**src/logic/layer_pkg.sv**
```systemverilog
// shared widths and types for the layer streaming blocks
// images are limited to 64x64 pixels of 16 bits, one 128-bit AXI beat holds 8 pixels
package layer_pkg;

	localparam int BEAT_BYTES = 16;
	localparam int PIX_PER_BEAT = 8;
	localparam int MAX_COLS = 64;

	typedef logic [15:0] pixel_t;
	// lowest column in the lowest bits
	typedef logic [BEAT_BYTES*8-1:0] beat_t;
	// element 3*row_offset + col_offset, top-left in the lowest bits
	typedef logic [9*16-1:0] window_t;
	typedef logic [31:0] addr_t;
	typedef logic [6:0] dim_t;
	typedef logic [1:0] slot_t;
	typedef logic [2:0] beat_idx_t;

	typedef enum logic [1:0] {
		fetch_idle,
		fetch_request,
		fetch_data,
		fetch_done
	} fetch_state_t;

	typedef enum logic [1:0] {
		walk_idle,
		walk_emit,
		walk_done
	} walk_state_t;

endpackage
```
**src/logic/row_fetch.sv**
```systemverilog
`timescale 1ns/1ps
// one AXI read burst per image row, arlen = ceil(cols/8) - 1
// row_stride must be a multiple of 16 bytes and cover the whole row
module row_fetch (
	input  logic                 clk,
	input  logic                 reset_n,
	input  logic                 start,
	input  layer_pkg::addr_t     base_addr,
	input  layer_pkg::addr_t     row_stride,
	input  layer_pkg::dim_t      rows,
	input  layer_pkg::dim_t      cols,
	output layer_pkg::addr_t     araddr,
	output logic [7:0]           arlen,
	output logic                 arvalid,
	input  logic                 arready,
	input  layer_pkg::beat_t     rdata,
	input  logic                 rvalid,
	input  logic                 rlast,
	output logic                 rready,
	output logic                 wr_en,
	output layer_pkg::slot_t     wr_slot,
	output layer_pkg::beat_idx_t wr_beat,
	output layer_pkg::beat_t     wr_data,
	output logic                 row_stored,
	input  logic                 row_done
);

	layer_pkg::fetch_state_t state;
	layer_pkg::dim_t row_idx;
	layer_pkg::dim_t done_rows;
	layer_pkg::beat_idx_t last_beat;
	logic beat_ok;
	logic may_request;

	// beats per row minus one
	assign last_beat = layer_pkg::beat_idx_t'((cols - 7'd1) >> 3);
	assign arlen = {5'd0, last_beat};

	assign rready = (state == layer_pkg::fetch_data);
	assign beat_ok = rvalid && rready;
	assign wr_en = beat_ok;
	assign wr_data = rdata;

	// row k overwrites row k-3, last read by output row k-2
	assign may_request = (row_idx <= done_rows + 7'd1);

	//----------------------------------------------------------------------
	// burst sequencing
	//----------------------------------------------------------------------
	always_ff @(posedge clk) begin
		if (!reset_n) begin
			state <= layer_pkg::fetch_idle;
			arvalid <= 1'b0;
			row_stored <= 1'b0;
			row_idx <= '0;
			done_rows <= '0;
			wr_slot <= '0;
			wr_beat <= '0;
			araddr <= '0;
		end else begin
			row_stored <= beat_ok && rlast;
			if (row_done) begin
				done_rows <= done_rows + 7'd1;
			end
			case (state)
				layer_pkg::fetch_idle: begin
					if (start) begin
						row_idx <= '0;
						done_rows <= '0;
						wr_slot <= '0;
						araddr <= base_addr;
						state <= layer_pkg::fetch_request;
					end
				end
				layer_pkg::fetch_request: begin
					if (arvalid && arready) begin
						arvalid <= 1'b0;
						wr_beat <= '0;
						state <= layer_pkg::fetch_data;
					end else if (!arvalid && may_request) begin
						arvalid <= 1'b1;
					end
				end
				layer_pkg::fetch_data: begin
					if (beat_ok) begin
						wr_beat <= wr_beat + 3'd1;
						if (rlast) begin
							wr_slot <= (wr_slot == 2'd2) ? 2'd0 : wr_slot + 2'd1;
							araddr <= araddr + row_stride;
							row_idx <= row_idx + 7'd1;
							if (row_idx == rows - 7'd1) begin
								state <= layer_pkg::fetch_done;
							end else begin
								state <= layer_pkg::fetch_request;
							end
						end
					end
				end
				// hold until the window stage has finished every row
				layer_pkg::fetch_done: begin
					if (done_rows == rows) begin
						state <= layer_pkg::fetch_idle;
					end
				end
				default: state <= layer_pkg::fetch_idle;
			endcase
		end
	end

endmodule

```
**config.mk**
```make
export PLATFORM = sky130hd
export DESIGN_NAME = row_fetch
export DESIGN_NICKNAME = d
export VERILOG_FILES = /design/src/logic/layer_pkg.sv /design/src/logic/row_fetch.sv
export SDC_FILE = /design/constraint.sdc
export NUM_CORES = 1
export LEC_CHECK = 0
export ABC_AREA = 1
export BUFFER_PORTS_ARGS = -buffer_cell sky130_fd_sc_hd__clkbuf_2
export CORE_AREA = 2 2 150 152
export CTS_CLUSTER_DIAMETER = 100
export DETAILED_ROUTE_END_ITERATION = 12
export DIE_AREA = 0 0 152 154
export GPL_TIMING_DRIVEN = 0
export PLACE_DENSITY = 0.64
export SETUP_SLACK_MARGIN = 0.2
export SLEW_MARGIN = 30
export SYNTH_ARGS = -nofsm -noshare
export SYNTH_HDL_FRONTEND = slang
export SYNTH_SLANG_ARGS = --single-unit
```
**constraint.sdc**
```tcl
create_clock -name clk -period 2.2 [get_ports clk]
set_input_delay 0.22 -clock clk [delete_from_list [all_inputs] [get_ports clk]]
set_output_delay 0.22 -clock clk [all_outputs]
set_load 0.005 [all_outputs]
```
==> impl_metrics.yaml <==
detailed_routing:
  vias: 7071
  viasPerCell: 4.44
  drt-initial-drc-count: 292
  wirelength_mm: 21.9
  avgRoutedWirePerCell_um: 13.8
  firstDrtPassIters: 5
  antenna_left: 0
  drcViolationCount: 0
critical_path:
  critPathBufInv: 1
  slowest_delay_ns: 0.38
  worstPathMaxFanout: 3
  crit_chain: "ha_4 -> nand3_4 -> nor3_4 -> xnor2_2 -> ha_1 -> nand2_2 -> inv_2 -> nand3_2 -> o211ai_1 -> nand2_2 -> nand2_1 -> a21oi_1"
  crit_family: "simple AND/OR/NAND/NOR gates"
  worstPathRequired_ns: 2.37
  r2r_setup_slack_ns: 0.26
  cp-end-kind: "flop"
  crit_type: "flop to flop"
  critPathLaunchType: "flop"
  reg2reg_depth: 12
  r2r_start: "done_rows[1]"
  slowest_stage: "dfxtp_4"
  regToRegEndpoint: "arvalid"
  crit_arrival_ns: 2.11
  path_common_cell: "nand2_2"
pwr:
  p_leak_nw: 4.82
  powerDensity_nw_per_um2: 952
  ir_drop_uv: 402
place:
  gp_congestion: 0.907
  placed_area_um2: 7890
  io_buffers: 255
  dp_hpwl_mm: 18.4
  pre_cts_slack_ns: -0.120
sta:
  maxSlewHeadroom_pct: 48.4
  layout_setup_ws_ns: 0.263
  max_freq_mhz: 516
  final_hold_viol_count: 0
  worstMarginPinSlew_ns: 0.774
  setup_viol: 0
  fin_crit_sh_pct: 88.1
  drv_slew: 0
  finalClockSkew_ns: 0.0103
  period_needed_ns: 1.94
  rsz0062_at_grt: "yes"
  tns_ns: 0
synth:
  synth_area_leaders: "dfxtp_1, nand2_1, buf_4, inv_1, ha_1"
  synth_seq_cells: 55
  async_reset_ff_share_pct: 0
  syn_inst: 1036
  syn_area_um2: 6240
  synth_top_cell_by_area: "dfxtp_1"
  synthFlopType: "dfxtp_1"
  ys_types: 37
  synth_seq_area_share_pct: 17.6
  yosys_warnings: 0
  avgSynthCellArea_um2: 6.03
  synth-edff-count: 0
  yosysTopAreaCellShare_pct: 17.6
layout:
  area_growth_pct: 37.8
  drive_gt1_share_pct: 39.3
  nets: 1569
  layout_commonest_cell: "nand2_1"
  mostFrequentLayoutCells: "nand2_1, clkbuf_2, buf_4"
  diodes: 0
  fin_area_um2: 8600
die:
  die-area_um2: 23400
  start_util_pct: 28.8
  die_h_um: 154
  rows: 54
  die_w_um: 152
  core_area_um2: 21700
  top_level_ports: 390
cts:
  clockBufferDepth: 2
  cts_sinks: 55
  cts_made_buffers: 5
  cts_root_buf: "clkbuf_16"
  h-tree-depth: 2
  clock_latency_ns: 0.32
  cts_tree: "done"
  holdBufCountCts: 0
  clk_pin_slew_worst_paths_ns: 0.09
hold_path:
  whs_endpoint: "araddr[1]"
  min_path_type: "input port to flop"
  whs_path_depth: 3
  hold_start: "base_addr[1]"
global_routing:
  grt_usage_pct: 17.8
  first_global_vias: 6597
  grt_remaining_overflow: 0
  grt_max_degree: 21
  antenna_found_initial: 1
  grt_pass1_wl_mm: 33.8
job:
  cap_violations: 0
run_status:
  status: "finished clean"
==> worst max path at each step <==
stage                  startpoint    endpoint  cells past startpoint
floorplan            done_rows[0]     arvalid                     12
global placement    row_stride[0]  araddr[28]                     13
detailed placement  row_stride[0]  araddr[28]                     13
CTS                     araddr[0]  araddr[28]                     12
global route         done_rows[1]     arvalid                     12
finish               done_rows[1]     arvalid                     12
==> registers in the layout, indices dropped and copies added (netlist names) <==
name        cells
done_rows       7
row_idx         7
wr_slot         2
arvalid         1
state           2
row_stored      1
wr_beat         3
araddr         32
==> cells by family (layout without fill, tap and decap cells) <==
kind of cell	Yosys count	count (layout)	share of synthesized area, %
and+or+nand+nor	470	470	30.3
adders and majority gates	43	43	8.74
AOI/OAI and AO/OA	129	129	11.2
other	1	5	0.0601
DFF	55	55	17.6
muxes	1	1	0.160
xor gates and xnor gates	37	37	5.19
buffers and inverters	300	574	26.6
==> layout make-up <==
type | count | area, µm²
tap | 280 | 350
clock inverter | 3 | 33.8
timing repair buffer | 266 | 1360
clock buffer | 5 | 125
inverter | 147 | 552
buffer | 153 | 1120
sequential | 55 | 1130
fill | 2332 | 13100
multi-input combinational | 685 | 3940
==> worst min-delay path, stage by stage <==
cell      delay [ns]
clkbuf_2        0.09
nand2_1         0.05
a31oi_1         0.07
==> where the power goes <==
part           internal (mW)  total, mW  leakage [nW]  switching (mW)
combinational           2.28       5.56          4.28            3.28
sequential              1.35       1.70         0.458           0.352
clock                  0.442      0.927        0.0772           0.485
==> timing repair <==
action	4_1_cts	5_1_grt
pin swaps	5	12
setup endpoints to repair	16	21
setup buffers	5	6
resized for setup	24	78
==> cell usage after synthesis, types with 6 or more instances <==
cell / n
nand2_1: 288
inv_1: 142
buf_4: 136
nor2_1: 99
a21oi_1: 66
dfxtp_1: 55
nand3_1: 55
ha_1: 42
o21ai_0: 29
xor2_1: 20
xnor2_1: 17
clkbuf_1: 11
nor3_1: 11
o22ai_1: 11
o21ai_1: 7
nand4_1: 6
==> routing by layer <==
| metal | wire length [µm] | part of all wire, % | track usage [%] | vias to the layer above |
|---|---|---|---|---|
| li1 | - | - | - | 3670 |
| met1 | 9170 | 42 | 21.3 | 3129 |
| met2 | 11000 | 50 | 32.6 | 250 |
| met3 | 1410 | 6.4 | 4.00 | 20 |
| met4 | 328 | 1.5 | 3.78 | 2 |
| met5 | 13 | 0.059 | 0 | - |
==> metrics by stage <==
stage               hold slack [ns]  power (mW)  cells  utilization [%]
finish                        0.157        8.19   1594             39.7
global route                  0.168        8.99   1594             39.7
CTS                           0.152        7.75   1588             37.7
detailed placement            0.478        6.66   1575             36.4
global placement              0.473        6.63   1575             36.4
floorplan                     0.358        5.03   1040                -
No activity file was read; power rests on OpenSTA's default activity.
