==> src/logic/layer_pkg.sv <==
// shared widths and types for the layer streaming blocks
// images are limited to 64x64 pixels of 16 bits, one 128-bit AXI beat holds 8 pixels
package layer_pkg;

	localparam int BEAT_BYTES = 16;
	localparam int PIX_PER_BEAT = 8;
	localparam int MAX_COLS = 64;

	typedef logic [15:0] pixel_t;
	// lowest column in the lowest bits
	typedef logic [BEAT_BYTES*8-1:0] beat_t;
	// element 3*row_offset + col_offset, top-left in the lowest bits
	typedef logic [9*16-1:0] window_t;
	typedef logic [31:0] addr_t;
	typedef logic [6:0] dim_t;
	typedef logic [1:0] slot_t;
	typedef logic [2:0] beat_idx_t;

	typedef enum logic [1:0] {
		fetch_idle,
		fetch_request,
		fetch_data,
		fetch_done
	} fetch_state_t;

	typedef enum logic [1:0] {
		walk_idle,
		walk_emit,
		walk_done
	} walk_state_t;

endpackage
==> src/logic/window_former.sv <==
`timescale 1ns/1ps
// walks output rows and columns, one window per cycle while space is high
// output row r waits until row min(r+1, rows-1) has been stored
module window_former (
	input  logic               clk,
	input  logic               reset_n,
	input  logic               start,
	input  layer_pkg::dim_t    rows,
	input  layer_pkg::dim_t    cols,
	input  logic               row_stored,
	input  logic               space,
	input  layer_pkg::window_t rd_window,
	output layer_pkg::slot_t   rd_top,
	output layer_pkg::slot_t   rd_mid,
	output layer_pkg::slot_t   rd_bot,
	output layer_pkg::dim_t    rd_col,
	output logic               push,
	output layer_pkg::window_t push_window,
	output logic               push_last,
	output logic               row_done
);

	layer_pkg::walk_state_t state;
	layer_pkg::dim_t out_row;
	layer_pkg::dim_t col;
	layer_pkg::dim_t stored_rows;
	layer_pkg::dim_t need_row;
	layer_pkg::slot_t mid_slot;
	logic first_row;
	logic last_row;
	logic last_col;

	assign first_row = (out_row == 7'd0);
	assign last_row = (out_row == rows - 7'd1);
	assign last_col = (col == cols - 7'd1);
	assign need_row = last_row ? out_row : out_row + 7'd1;

	// slot of row r is r mod 3
	assign rd_mid = mid_slot;
	assign rd_top = (mid_slot == 2'd0) ? 2'd2 : mid_slot - 2'd1;
	assign rd_bot = (mid_slot == 2'd2) ? 2'd0 : mid_slot + 2'd1;
	assign rd_col = col;

	assign push = (state == layer_pkg::walk_emit) && (stored_rows > need_row) && space;
	assign push_last = last_row && last_col;
	assign row_done = push && last_col;

	// zero padding, right column also hides stale pixels past cols
	always_comb begin
		push_window = rd_window;
		if (first_row) begin
			push_window[0 +: 48] = '0;
		end
		if (last_row) begin
			push_window[96 +: 48] = '0;
		end
		if (last_col) begin
			for (int i = 2; i < 9; i += 3) begin
				push_window[i*16 +: 16] = '0;
			end
		end
	end

	always_ff @(posedge clk) begin
		if (!reset_n) begin
			state <= layer_pkg::walk_idle;
			out_row <= '0;
			col <= '0;
			stored_rows <= '0;
			mid_slot <= '0;
		end else begin
			if (row_stored) begin
				stored_rows <= stored_rows + 7'd1;
			end
			case (state)
				layer_pkg::walk_idle: begin
					if (start) begin
						out_row <= '0;
						col <= '0;
						stored_rows <= '0;
						mid_slot <= '0;
						state <= layer_pkg::walk_emit;
					end
				end
				layer_pkg::walk_emit: begin
					if (push && last_col) begin
						col <= '0;
						out_row <= out_row + 7'd1;
						mid_slot <= rd_bot;
						if (last_row) begin
							state <= layer_pkg::walk_done;
						end
					end else if (push) begin
						col <= col + 7'd1;
					end
				end
				default: state <= layer_pkg::walk_idle;
			endcase
		end
	end

endmodule

==> config.mk <==
export PLATFORM = sky130hd
export DESIGN_NAME = window_former
export DESIGN_NICKNAME = d
export VERILOG_FILES = /design/src/logic/layer_pkg.sv /design/src/logic/window_former.sv
export SDC_FILE = /design/constraint.sdc
export NUM_CORES = 1
export LEC_CHECK = 0
export ABC_AREA = 1
export ABC_CLOCK_PERIOD_IN_PS = 4700
export BUFFER_PORTS_ARGS = -buffer_cell sky130_fd_sc_hd__buf_2
export CAP_MARGIN = 20
export CORE_AREA = 10 10 117 119
export DETAILED_ROUTE_END_ITERATION = 16
export DIE_AREA = 0 0 127 129
export MAX_ROUTING_LAYER = met4
export PLACE_DENSITY = 0.66
export SLEW_MARGIN = 20
export SYNTH_ARGS = -nofsm -noshare
export SYNTH_HDL_FRONTEND = slang
export SYNTH_SLANG_ARGS = --single-unit
==> constraint.sdc <==
create_clock -name clk -period 4.7 [get_ports clk]
set_clock_uncertainty 0.2 [all_clocks]
set_input_delay 0.705 -clock clk [delete_from_list [all_inputs] [get_ports clk]]
set_output_delay 0.705 -clock clk [all_outputs]
set_load 0.05 [all_outputs]
==> impl_metrics.yaml <==
yosys:
  synthTopCellsByArea: "sky130_fd_sc_hd__nand2_1, sky130_fd_sc_hd__dfxtp_1, sky130_fd_sc_hd__nor2_1"
  synth.distinct_cells: 30
  mappedNetlistNets: 785
  yosys_warnings: 0
  synth-async-reset-ratio_pct: 0
  synth-edff-count: 0
  postSynthRegisterBits: 25
  synth_area_per_cell_um2: 5.34
  synthCells: 606
  proportion_of_netlist_area_held_by_the_largest_area_contributor_pct: 16.4
  ys.flop_type: "sky130_fd_sc_hd__dfxtp_1"
  yosys.area.top_type: "sky130_fd_sc_hd__nand2_1"
  cell_area_after_synthesis_um2: 3230
  ys_seq_area_share_pct: 15.5
detailed_routing:
  routedWlPerCell_um: 16.7
  routed_wl_um: 16200
  drt_first_iter_violations: 168
  drc_errors: 0
  routed_via_density: 4.26
  drt_pass1_iterations: 4
  route.vias.total: 4140
  drt.antenna.violating_nets: 0
timing:
  drv_slew: 0
  min_period_over_period_pct: 91.6
  timing.max_slew.rel_slack_pct: 47.8
  holdWs_ns: 0.321
  final.min_clock_period_ns: 4.31
  rsz_0062_raised_after_global_routing: "no"
  final.setup.tns_ns: 0
  final_setup_violations: 0
  worstMarginPinSlew_ns: 0.781
  hold_violations: 0
  max_freq_mhz: 232
  fin_ws_ns: 0.393
cts:
  post_cts_resize_count: 0
  htree_levels: 1
  clock_latency_ns: 0.26
  clock_sinks: 25
  tritoncts: "built"
  cts_buffer_depth: 2
  cts-hold-fix-buffers: 0
  tritoncts_buffers: 3
  post-cts-setup-buffers: 0
  cts.root.buffer_cell: "sky130_fd_sc_hd__clkbuf_16"
  clock_input_transition_at_the_sequential_cells_of_the_worst_setup_and_hold_paths_ns: 0.06
critical_path:
  critPathMostFrequentCell: "sky130_fd_sc_hd__nand2_1"
  criticalPathCategory: "in2out"
  worst-path-max-fanout: 15
  critical_path.startpoint_type: "input pin"
  timing.critical_path.cells: "buf_2, inv_1, ha_1, inv_1, nand2_1, nand2_1, nand2_1, nand2_1, nor2_1, nand2_1, nor2_1, nand2_1, nand2_1, o21ai_0, ha_1, nand2_1, o21ai_0, nand2_1, nand2_1, nand3_1, inv_2, nand2_2, inv_1, buf_2"
  worst_path_largest_cell_delay_ns: 0.34
  crit_required_ns: 3.80
  worstPathArrival_ns: 3.40
  worst-r2r-cell-count: 19
  critPathCaptureType: "output port"
  critical-path-slowest-cell: "sky130_fd_sc_hd__ha_1"
placed_design:
  post-place-cells: 958
  placed_cell_area_um2: 4380
  dp.final_hpwl_um: 14400
  place_congestion: 0.939
  preCtsSetupSlack_ns: 0.406
  portBuffers: 258
die:
  std_cell_rows: 39
  floorplan.io_pins: 323
  chipHeight_um: 129
  initial_utilization_pct: 28.6
  die_area_um2: 16400
  placeableCoreArea_um2: 11300
  chipWidth_um: 127
layout:
  finalNonFillerCells: 972
  layout.cell_area.non_filler_um2: 4490
  final_cell_mix: "sky130_fd_sc_hd__buf_2, sky130_fd_sc_hd__nand2_1, sky130_fd_sc_hd__nor2_1"
  design.final.nets: 999
  layout-drive-gt1-share_pct: 34.1
  synthToLayoutAreaGrowth_pct: 38.8
  mostFrequentLayoutCell: "sky130_fd_sc_hd__buf_2"
grt:
  grt_pass1_vias: 3753
  grt-ovfl-total: 0
  grt_first_pass_wirelength_um: 22800
  grt_max_degree: 49
  antenna_found_initial: 10
  globalRouteTotalUtil_pct: 18.0
power:
  vdd_ir_drop_max_v: 0.000265
  pwr_density_cell_nw_per_um2: 313
  cell_leakage_power_nw: 3.00
job:
  maxCapViolations: 0
status:
  status: "finished, final reports clean"
min_path:
  worst_hold_path.num_cells: 2
  type_of_the_most_critical_hold_path: "reg2reg"
-- power breakdown --
| group | internal (mW) | switching [mW] | total [mW] | leakage (nW) |
|---|---|---|---|---|
| logic | 0.232 | 0.726 | 0.958 | 2.76 |
| registers | 0.228 | 0.0227 | 0.251 | 0.204 |
| clock network | 0.116 | 0.0814 | 0.197 | 0.0372 |
| total | 0.576 | 0.830 | 1.41 | 3.00 |
-- worst max-delay path, delay by kind of cell --
kind                     cells  cell delay, ns
AND/OR/NAND/NOR             14            1.26
AO/OA/AOI/OAI                2            0.25
buffers and inverters        6            0.66
adder cells (fa/ha/maj)      2            0.53
-- final timing paths --
| path | to | start | slack, ns |
|---|---|---|---|
| worst max-delay path | row_done | rows[0] | 0.39 |
| worst min-delay path | stored_rows[6] | stored_rows[6] | 0.32 |
| worst max register to register | rd_col[2] | out_row[2] | 1.23 |
| worst min register to register | stored_rows[6] | stored_rows[6] | 0.32 |
-- state kept, by name, indices dropped and copies added, names as in the netlist --
name,flops
out_row,7
rd_col,7
stored_rows,7
rd_mid,2
state,2
-- cell type report --
cell class | count | area (um2)
diodes | 10 | 25.0
clock buffers | 3 | 75.1
clock inverters | 1 | 7.51
fillers | 1272 | 6830
inverters | 130 | 488
multi-input cells | 397 | 1880
flip-flops and latches | 25 | 500
well taps | 143 | 179
repair buffers | 263 | 1330
-- per-stage QoR --
| step | power (mW) | util, % |
|---|---|---|
| CTS | 1.42 | 39.4 |
| global route | 1.49 | 39.6 |
| finish | 1.41 | 39.6 |
| global placement | 1.22 | 38.7 |
| floorplan | 1.04 | - |
| detailed placement | 1.22 | 38.7 |
-- Yosys cell counts, types with 2 or more instances --
cell type / count
sky130_fd_sc_hd__nand2_1: 141
sky130_fd_sc_hd__a21oi_1: 16
sky130_fd_sc_hd__a21boi_1: 2
sky130_fd_sc_hd__nor2_4: 2
sky130_fd_sc_hd__xnor2_1: 9
sky130_fd_sc_hd__nor2_1: 131
sky130_fd_sc_hd__o21ai_0: 11
sky130_fd_sc_hd__buf_6: 2
sky130_fd_sc_hd__nand2_2: 2
sky130_fd_sc_hd__buf_4: 35
sky130_fd_sc_hd__ha_1: 16
sky130_fd_sc_hd__inv_2: 4
sky130_fd_sc_hd__inv_1: 126
sky130_fd_sc_hd__xor2_1: 8
sky130_fd_sc_hd__buf_1: 2
sky130_fd_sc_hd__nand3_1: 32
sky130_fd_sc_hd__clkbuf_1: 5
sky130_fd_sc_hd__dfxtp_1: 25
sky130_fd_sc_hd__nand4_1: 5
sky130_fd_sc_hd__buf_2: 10
sky130_fd_sc_hd__nor3_1: 13
-- routing by layer --
| layer | track usage (%) | vias to the layer above | part of all wire, % |
|---|---|---|---|
| met2 | 28.0 | 209 | 46 |
| met5 | - | - | 0 |
| met3 | 13.4 | 6 | 16 |
| met1 | 18.8 | 1729 | 38 |
| met4 | 1.34 | 0 | 0.31 |
| li1 | - | 2196 | - |
-- cell families after synthesis --
group / share of synthesized area, %
and+or+nand+nor: 42.3
adders and majority gates: 6.19
xor gates and xnor gates: 4.61
DFF: 15.5
buffers and inverters: 26.3
AOI/OAI and AO/OA: 5.11
(Power assumes the default switching activity.)
